`config.mk`:
```
export PLATFORM = sky130hd
export DESIGN_NAME = cart_loader_top
export DESIGN_NICKNAME = d
export VERILOG_FILES = /design/src/cart_pkg.sv /design/src/audio_mixer.sv /design/src/cart_loader_top.sv /design/src/cheat_code_assembler.sv /design/src/load_ctrl.sv /design/src/rom_header_detect.sv /design/src/wram_fill_gen.sv
export SDC_FILE = /design/constraint.sdc
export NUM_CORES = 1
export LEC_CHECK = 0
export BUFFER_PORTS_ARGS = -buffer_cell sky130_fd_sc_hd__buf_2
export CAP_MARGIN = 30
export CORE_ASPECT_RATIO = 0.8
export CORE_MARGIN = 8
export CORE_UTILIZATION = 49
export DETAILED_ROUTE_END_ITERATION = 16
export PLACE_DENSITY = 0.87
export RECOVER_POWER = 50
export SLEW_MARGIN = 20
export SYNTH_ARGS = -nofsm -noshare
export SYNTH_HDL_FRONTEND = slang
export SYNTH_SLANG_ARGS = --single-unit
```
`constraint.sdc`:
```
create_clock -name clk_sys -period 4.75 [get_ports clk_sys]
set_input_delay 0.475 -clock clk_sys [delete_from_list [all_inputs] [get_ports clk_sys]]
set_output_delay 0.475 -clock clk_sys [all_outputs]
set_load 0.01 [all_outputs]
```
`src/cart_pkg.sv`:
```
// Cartridge loader shared definitions
package cart_pkg;

	// ====================
	// Vector types
	// ====================
	typedef logic [24:0]        dl_addr_t;
	typedef logic [15:0]        dl_data_t;
	typedef logic [7:0]         dl_index_t;
	typedef logic [23:0]        mem_mask_t;
	typedef logic [3:0]         size_code_t;
	typedef logic [7:0]         rom_type_t;
	typedef logic [2:0]         header_mode_t;
	typedef logic [127:0]       cheat_code_t;
	typedef logic [7:0]         fill_data_t;
	typedef logic signed [15:0] sample_t;

	// Header mode select
	localparam header_mode_t HDR_AUTO    = 3'd0;
	localparam header_mode_t HDR_NONE    = 3'd1;
	localparam header_mode_t HDR_LOROM   = 3'd2;
	localparam header_mode_t HDR_HIROM   = 3'd3;
	localparam header_mode_t HDR_EXHIROM = 3'd4;

	// ====================
	// Download index codes
	// ====================
	// Cartridge and sound program compare on the low six bits only
	localparam dl_index_t IDX_CART = 8'h00;
	localparam dl_index_t IDX_SPC  = 8'h01;
	localparam dl_index_t IDX_CODE = 8'hFF;

	// ROM header layout
	localparam dl_addr_t   HEADER_SKIP      = 25'd512;
	localparam size_code_t ROM_SIZE_DEFAULT = 4'd12;
	localparam dl_addr_t   LOROM_HDR_BASE   = 25'h0007FD6;
	localparam dl_addr_t   HIROM_HDR_BASE   = 25'h000FFD6;
	localparam dl_addr_t   EXHIROM_HDR_BASE = 25'h040FFD6;

	// Work RAM power-on patterns
	localparam logic [1:0] PATTERN_FILL_SNES2 = 2'd0;
	localparam logic [1:0] PATTERN_FILL_SNES1 = 2'd1;
	localparam logic [1:0] PATTERN_FILL_55    = 2'd2;
	localparam logic [1:0] PATTERN_FILL_FF    = 2'd3;

endpackage

```
`src/audio_mixer.sv`:
```
// Saturating stereo mixer
`timescale 1ns/1ps

module audio_mixer (
	input  logic              clk_sys,
	input  logic              RESET,
	input  cart_pkg::sample_t main_l,
	input  cart_pkg::sample_t main_r,
	input  cart_pkg::sample_t msu_l,
	input  cart_pkg::sample_t msu_r,
	output cart_pkg::sample_t audio_l,
	output cart_pkg::sample_t audio_r
);

	// Sum in 17 bits, clamp when the top two bits disagree
	function automatic cart_pkg::sample_t sat_add(
		input cart_pkg::sample_t a,
		input cart_pkg::sample_t b
	);
		logic [16:0] sum;
		sum = {a[15], a} + {b[15], b};
		if (sum[16] != sum[15])
			sat_add = {sum[16], {15{sum[15]}}};
		else
			sat_add = sum[15:0];
	endfunction

	always_ff @(posedge clk_sys) begin
		if (RESET) begin
			audio_l <= '0;
			audio_r <= '0;
		end else begin
			audio_l <= sat_add(main_l, msu_l);
			audio_r <= sat_add(main_r, msu_r);
		end
	end

endmodule

```
`src/cart_loader_top.sv`:
```
// Cartridge loader top level
`timescale 1ns/1ps

module cart_loader_top #(
	parameter int FILL_ADDR_BITS = 17
) (
	input  logic                      clk_sys,
	input  logic                      RESET,
	input  logic                      dl_active,
	input  cart_pkg::dl_index_t       dl_index,
	input  cart_pkg::dl_addr_t        dl_addr,
	input  cart_pkg::dl_data_t        dl_data,
	input  logic                      dl_wr,
	input  cart_pkg::header_mode_t    header_mode,
	input  logic [1:0]                region_sel,
	input  logic [1:0]                fill_pattern_sel,
	input  cart_pkg::sample_t         main_l,
	input  cart_pkg::sample_t         main_r,
	input  cart_pkg::sample_t         msu_l,
	input  cart_pkg::sample_t         msu_r,
	output cart_pkg::rom_type_t       rom_type,
	output cart_pkg::mem_mask_t       rom_mask,
	output cart_pkg::mem_mask_t       ram_mask,
	output logic                      pal,
	output cart_pkg::cheat_code_t     code_word,
	output logic                      code_valid,
	output logic                      code_clear,
	output logic [FILL_ADDR_BITS-1:0] fill_addr,
	output cart_pkg::fill_data_t      fill_data,
	output logic                      fill_wr,
	output logic                      sys_hold,
	output cart_pkg::sample_t         audio_l,
	output cart_pkg::sample_t         audio_r
);

	logic cart_active;
	logic cart_wr;
	logic code_wr;
	logic fill_start;
	logic fill_busy;

	// ====================
	// Download control
	// ====================
	load_ctrl u_ctrl (
		.clk_sys     (clk_sys),
		.RESET       (RESET),
		.dl_active   (dl_active),
		.dl_index    (dl_index),
		.dl_addr     (dl_addr),
		.dl_wr       (dl_wr),
		.fill_busy   (fill_busy),
		.cart_active (cart_active),
		.cart_wr     (cart_wr),
		.code_wr     (code_wr),
		.fill_start  (fill_start),
		.code_clear  (code_clear),
		.sys_hold    (sys_hold)
	);

	rom_header_detect u_header (
		.clk_sys     (clk_sys),
		.RESET       (RESET),
		.cart_active (cart_active),
		.cart_wr     (cart_wr),
		.dl_addr     (dl_addr),
		.dl_data     (dl_data),
		.header_mode (header_mode),
		.region_sel  (region_sel),
		.rom_type    (rom_type),
		.rom_mask    (rom_mask),
		.ram_mask    (ram_mask),
		.pal         (pal)
	);

	cheat_code_assembler u_cheat (
		.clk_sys    (clk_sys),
		.RESET      (RESET),
		.code_wr    (code_wr),
		.dl_addr    (dl_addr),
		.dl_data    (dl_data),
		.code_word  (code_word),
		.code_valid (code_valid)
	);

	// ====================
	// RAM clear and audio
	// ====================
	wram_fill_gen #(
		.FILL_ADDR_BITS (FILL_ADDR_BITS)
	) u_fill (
		.clk_sys          (clk_sys),
		.RESET            (RESET),
		.fill_start       (fill_start),
		.fill_pattern_sel (fill_pattern_sel),
		.fill_addr        (fill_addr),
		.fill_data        (fill_data),
		.fill_wr          (fill_wr),
		.fill_busy        (fill_busy)
	);

	audio_mixer u_mix (
		.clk_sys (clk_sys),
		.RESET   (RESET),
		.main_l  (main_l),
		.main_r  (main_r),
		.msu_l   (msu_l),
		.msu_r   (msu_r),
		.audio_l (audio_l),
		.audio_r (audio_r)
	);

endmodule

```
`src/cheat_code_assembler.sv`:
```
// Cheat record assembler
`timescale 1ns/1ps

module cheat_code_assembler (
	input  logic                  clk_sys,
	input  logic                  RESET,
	input  logic                  code_wr,
	input  cart_pkg::dl_addr_t    dl_addr,
	input  cart_pkg::dl_data_t    dl_data,
	output cart_pkg::cheat_code_t code_word,
	output logic                  code_valid
);

	// Record layout, flags 127:96, address 95:64, compare 63:32, replace 31:0
	always_ff @(posedge clk_sys) begin
		if (code_wr) begin
			case (dl_addr[3:0])
				4'd0:  code_word[111:96]  <= dl_data;
				4'd2:  code_word[127:112] <= dl_data;
				4'd4:  code_word[79:64]   <= dl_data;
				4'd6:  code_word[95:80]   <= dl_data;
				4'd8:  code_word[47:32]   <= dl_data;
				4'd10: code_word[63:48]   <= dl_data;
				4'd12: code_word[15:0]    <= dl_data;
				4'd14: code_word[31:16]   <= dl_data;
				default: ;
			endcase
		end
	end

	// Last word of the record completes the code
	always_ff @(posedge clk_sys) begin
		if (RESET)
			code_valid <= 1'b0;
		else
			code_valid <= code_wr && (dl_addr[3:0] == 4'd14);
	end

endmodule

```
`src/load_ctrl.sv`:
```
// Download decode and system hold
`timescale 1ns/1ps

module load_ctrl (
	input  logic                clk_sys,
	input  logic                RESET,
	input  logic                dl_active,
	input  cart_pkg::dl_index_t dl_index,
	input  cart_pkg::dl_addr_t  dl_addr,
	input  logic                dl_wr,
	input  logic                fill_busy,
	output logic                cart_active,
	output logic                cart_wr,
	output logic                code_wr,
	output logic                fill_start,
	output logic                code_clear,
	output logic                sys_hold
);

	logic cart_dl;
	logic spc_dl;
	logic code_dl;
	logic cart_dl_prev;

	// ====================
	// Download kind
	// ====================
	assign cart_dl = dl_active && (dl_index[5:0] == cart_pkg::IDX_CART[5:0]);
	assign spc_dl  = dl_active && (dl_index[5:0] == cart_pkg::IDX_SPC[5:0]);
	assign code_dl = dl_active && (dl_index == cart_pkg::IDX_CODE);

	assign cart_active = cart_dl;
	assign cart_wr     = cart_dl && dl_wr;
	assign code_wr     = code_dl && dl_wr;

	// Rising edge of the cartridge load kicks off the RAM clear
	assign fill_start = cart_dl && !cart_dl_prev;

	// Cheat table is flushed by a new cheat file or any cartridge load
	assign code_clear = (code_wr && (dl_addr == '0)) || cart_dl;

	always_ff @(posedge clk_sys) begin
		if (RESET) begin
			cart_dl_prev <= 1'b0;
			sys_hold     <= 1'b0;
		end else begin
			cart_dl_prev <= cart_dl;
			// Hold for every known download kind and while RAM is cleared
			sys_hold     <= cart_dl || spc_dl || code_dl || fill_busy;
		end
	end

endmodule

```
`src/rom_header_detect.sv`:
```
// ROM header parser
`timescale 1ns/1ps

module rom_header_detect (
	input  logic                   clk_sys,
	input  logic                   RESET,
	input  logic                   cart_active,
	input  logic                   cart_wr,
	input  cart_pkg::dl_addr_t     dl_addr,
	input  cart_pkg::dl_data_t     dl_data,
	input  cart_pkg::header_mode_t header_mode,
	input  logic [1:0]             region_sel,
	output cart_pkg::rom_type_t    rom_type,
	output cart_pkg::mem_mask_t    rom_mask,
	output cart_pkg::mem_mask_t    ram_mask,
	output logic                   pal
);

	cart_pkg::size_code_t rom_size;
	cart_pkg::size_code_t ram_size;
	logic                 rom_region;
	logic                 hdr_en;
	cart_pkg::dl_addr_t   hdr_base;
	cart_pkg::dl_addr_t   rom_size_addr;
	cart_pkg::dl_addr_t   ram_size_addr;

	// Internal header location for the forced modes
	always_comb begin
		hdr_en   = 1'b1;
		hdr_base = cart_pkg::LOROM_HDR_BASE;
		case (header_mode)
			cart_pkg::HDR_LOROM:   hdr_base = cart_pkg::LOROM_HDR_BASE;
			cart_pkg::HDR_HIROM:   hdr_base = cart_pkg::HIROM_HDR_BASE;
			cart_pkg::HDR_EXHIROM: hdr_base = cart_pkg::EXHIROM_HDR_BASE;
			default:               hdr_en = 1'b0;
		endcase
	end

	// Header sits behind the copier header in the stream
	assign rom_size_addr = hdr_base + cart_pkg::HEADER_SKIP;
	assign ram_size_addr = rom_size_addr + 25'd2;

	// ====================
	// Header capture
	// ====================
	always_ff @(posedge clk_sys) begin
		if (RESET) begin
			rom_type   <= '0;
			rom_size   <= '0;
			ram_size   <= '0;
			rom_region <= 1'b0;
			pal        <= 1'b0;
		end else begin
			if (cart_wr) begin
				if (dl_addr == '0) begin
					rom_size <= cart_pkg::ROM_SIZE_DEFAULT;
					ram_size <= '0;
					// Loader puts the size byte in front of the image in auto mode
					if ((header_mode == cart_pkg::HDR_AUTO) && (dl_data[7:0] != '0)) begin
						ram_size <= dl_data[7:4];
						rom_size <= dl_data[3:0];
					end
					case (header_mode)
						cart_pkg::HDR_NONE:    rom_type <= 8'd0;
						cart_pkg::HDR_LOROM:   rom_type <= 8'd0;
						cart_pkg::HDR_HIROM:   rom_type <= 8'd1;
						cart_pkg::HDR_EXHIROM: rom_type <= 8'd2;
						default:               rom_type <= dl_data[15:8];
					endcase
				end
				if (dl_addr == 25'd2)
					rom_region <= dl_data[8];
				if (hdr_en && (dl_addr == rom_size_addr))
					rom_size <= dl_data[11:8];
				if (hdr_en && (dl_addr == ram_size_addr))
					ram_size <= dl_data[3:0];
			end
			// Region select 0 means follow the cartridge
			if (!cart_active)
				pal <= (region_sel == 2'd0) ? rom_region : region_sel[1];
		end
	end

	assign rom_mask = (24'd1024 << rom_size) - 24'd1;
	assign ram_mask = (ram_size != '0) ? ((24'd1024 << ram_size) - 24'd1) : 24'd0;

endmodule

```
`src/wram_fill_gen.sv`:
```
// Work RAM clear generator
`timescale 1ns/1ps

module wram_fill_gen #(
	parameter int FILL_ADDR_BITS = 17
) (
	input  logic                      clk_sys,
	input  logic                      RESET,
	input  logic                      fill_start,
	input  logic [1:0]                fill_pattern_sel,
	output logic [FILL_ADDR_BITS-1:0] fill_addr,
	output cart_pkg::fill_data_t      fill_data,
	output logic                      fill_wr,
	output logic                      fill_busy
);

	typedef enum logic {
		FILL_IDLE,
		FILL_RUN
	} fill_state_t;

	fill_state_t state;

	// ====================
	// Address sweep
	// ====================
	always_ff @(posedge clk_sys) begin
		if (RESET) begin
			state     <= FILL_IDLE;
			fill_addr <= '0;
		end else begin
			case (state)
				FILL_IDLE: begin
					fill_addr <= '0;
					if (fill_start)
						state <= FILL_RUN;
				end
				FILL_RUN: begin
					fill_addr <= fill_addr + 1'b1;
					if (&fill_addr)
						state <= FILL_IDLE;
				end
				default: state <= FILL_IDLE;
			endcase
		end
	end

	assign fill_wr   = (state == FILL_RUN);
	assign fill_busy = fill_wr;

	// Power-on contents of the different console revisions
	always_comb begin
		case (fill_pattern_sel)
			cart_pkg::PATTERN_FILL_SNES2:
				fill_data = (fill_addr[8] ^ fill_addr[2]) ? 8'h66 : 8'h99;
			cart_pkg::PATTERN_FILL_SNES1:
				fill_data = (fill_addr[9] ^ fill_addr[0]) ? 8'hFF : 8'h00;
			cart_pkg::PATTERN_FILL_55:
				fill_data = 8'h55;
			default:
				fill_data = 8'hFF;
		endcase
	end

endmodule
```
==> out/qor.yml <==
gp_congestion: 0.974
pwr-share-comb_pct: 14.3
cts_hold_buf: 0
slowest_stage: "a2111oi_0"
yosys.area.top_type: "edfxtp_1"
cp_max_fo: 12
syn_inst: 805
r2r_setup_slack_ns: 2.88
fillers: 1556
end_kind: "register"
dr.pass1.iters: 5
grt-ovfl-total: 0
start_util_pct: 49.9
cp_top_family: "compound AO/OA/AOI/OAI gates"
setup_slack_ns: 0.637
cts_setup_buffers: 0
arrival_ns: 4.41
power_frac_clock_pct: 36.2
netlist.area_leader.share_pct: 42.7
grt_usage_pct: 23.0
finalWirelength_mm: 27.9
multiInputGateArea_sq_um: 3400
layout-drive-gt1-share_pct: 21.6
die_x_um: 168
cp.required_ns: 5.05
period_share_pct: 86.6
yosys-top-cells-count: "edfxtp_1, nor2_1, dfxtp_1, nand2_1, a21oi_1"
dr.first_iter.drc_count: 621
vias_per_cell: 5.50
synth_seq_cells: 199
async_flop_share_pct: 0
cts_tree: "yes"
finalSetupViolCount: 0
cts.sinks: 199
synth-edff-count: 128
yosysUniqueCellTypes: 68
ys_warn_count: 0
power_density_nw_per_um2: 344
postCtsResizedCells: 0
hold_slack_ns: 0.385
grt_pass1_vias: 7465
drv_slew: 0
grt_max_degree: 48
clock_latency_ns: 0.43
clk_path_buf_depth: 2
antenna_found_initial: 5
min_period_ns: 4.11
layout.nets: 1313
critPathBufInv: 1
synth.most_common_cell: "edfxtp_1"
hpwlAfterDp_mm: 21.4
numCtsBuffers: 17
synthFlopType: "edfxtp_1"
switching_share_pct: 27.6
pre_cts_ws_ns: 0.341
intPower_mw: 2.82
grt_pass1_wl_mm: 41.4
relSlewSlack_pct: 38.4
hold_path_class: "in2reg"
start_kind: "input port"
instances_no_fill: 1396
tightest_slew_ns: 0.925
path_class: "in2reg"
wl_per_cell_um: 20.0
cts.htree.levels: 4
finalHoldViolations: 0
die_y_um: 137
seq_area_frac_synth_pct: 58.4
post-place-cells: 1356
outcome: "completed"
core_sq_um: 18100
p_sw_mw: 1.07
area_growth_pct: 25.7
syn_avg_cell_area_sq_um: 11.2
synth_area_leaders: "edfxtp_1, dfxtp_1, ha_1, nor2_1, nand2_1"
drc_errors: 0
core.rowCount: 44
maxCapViolations: 0
register_area_sq_um: 5270
slowest_delay_ns: 0.72
tns_ns: 0
fin_skew_ns: 0.00616
crit_chain: "buf_2, ha_1, a21o_1, a2111oi_0, a21oi_1, a2111oi_0, o31ai_1, a21o_1, mux2i_1, ha_1, or3_1, a211o_1, o211ai_1, a21oi_1"
max_freq_ghz: 0.243
vias: 7677
rsz0062_at_grt: "false"
ios: 370
postRouteAntennaNets: 0
p_seq_share_pct: 49.5
netlist_area_sq_um: 9010
max-vdd-ir-drop_mv: 0.240
port_buffers: 359
cts_root_buffer: "clkbuf_16"
clkTransAtPathRegs_ns: 0.08
leakage_nw: 4.45
die_area_sq_um: 23000
==> metal layers <==
metal / routed length (um) / vias up / part of all wire (%) / global-route usage, %
met3: 2610 / 45 / 9.4 / 7.90
met4: 607 / 0 / 2.2 / 7.67
met5: 0 / - / 0 / 0
met2: 13600 / 443 / 49 / 39.8
li1: - / 3575 / - / -
met1: 11100 / 3614 / 40 / 26.8
==> logic make-up (layout without fill, tap and decap cells) <==
kind of cell,count (synthesis),in the layout,synth area share [%]
simple gates,270,270,14.6
flops,199,199,58.4
compound gates,171,171,12.2
buf+inv,79,425,4.39
fa+ha+maj,42,42,6.00
xor+xnor,34,34,3.30
mux,9,9,1.03
other cells,1,16,0.0416
==> cell usage in the layout (no fill, tap or decap), drive strengths merged, types with 8 or more instances in the layout <==
cell type / n
ha: 40
and3: 10
xor2: 17
conb: 10
o31ai: 8
edfxtp: 128
nor3: 19
o21a: 15
dfxtp: 71
a21oi: 49
clkbuf: 185
buf: 202
a21o: 10
nor2: 78
nand2b: 16
nand2: 71
xnor2: 17
nand3: 25
inv: 31
a211oi: 8
o21ai: 39
==> per-stage QoR <==
step                utilization, %  power [mW]  instance area, sq um
floorplan                        -        2.30                  9040
global placement              60.3        2.52                 10900
detailed placement            60.5        2.53                 10900
CTS                           63.7        3.93                 11500
global route                  62.7        4.05                 11300
finish                        62.7        3.89                 11300
==> sequential cells by signal, indices dropped and copies added, names as in the netlist <==
name,flops
u_fill.fill_addr,17
u_header.pal,1
u_header.rom_region,1
u_cheat.code_valid,1
u_cheat.code_word,128
u_mix.audio_l,16
u_fill.fill_busy,1
u_ctrl.sys_hold,1
u_ctrl.cart_dl_prev,1
u_header.ram_size,4
u_mix.audio_r,16
u_header.rom_type,8
u_header.rom_size,4
==> worst min-delay path, cell delays in order <==
cell      delay [ns]
buf_2           0.15
nand2_1         0.07
a311oi_1        0.08
==> area by class of cell <==
type	instances	share of cell area [%]
diodes	6	0.133
clock buffers	17	3.76
clock inverters	15	1.33
inverters	23	0.762
multi-input cells	536	30.0
flip-flops and latches	199	46.5
well taps	230	2.54
repair buffers	370	15.0
==> final timing paths <==
kind	startpoint	endpoint	depth (start not counted)
setup reg to reg	u_fill.fill_addr[3]$_SDFF_PP0_	u_fill.fill_busy$_SDFF_PP0_	9
hold reg to reg	u_header.rom_type[2]$_SDFFE_PP0P_	u_header.rom_type[2]$_SDFFE_PP0P_	2
hold / removal	header_mode[2]	u_header.rom_type[1]$_SDFFE_PP0P_	3
setup / recovery	main_r[4]	u_mix.audio_r[0]$_SDFF_PP0_	14
==> power groups by stage <==
stage               Combinational, mW  Clock, mW  Sequential [mW]
floorplan                       0.307          0             2.00
global placement                0.554          0             1.96
CTS                             0.572       1.43             1.93
finish                          0.555       1.41             1.93
detailed placement              0.570          0             1.96
global route                    0.608       1.51             1.93
Power figures use the tool's default switching activity.
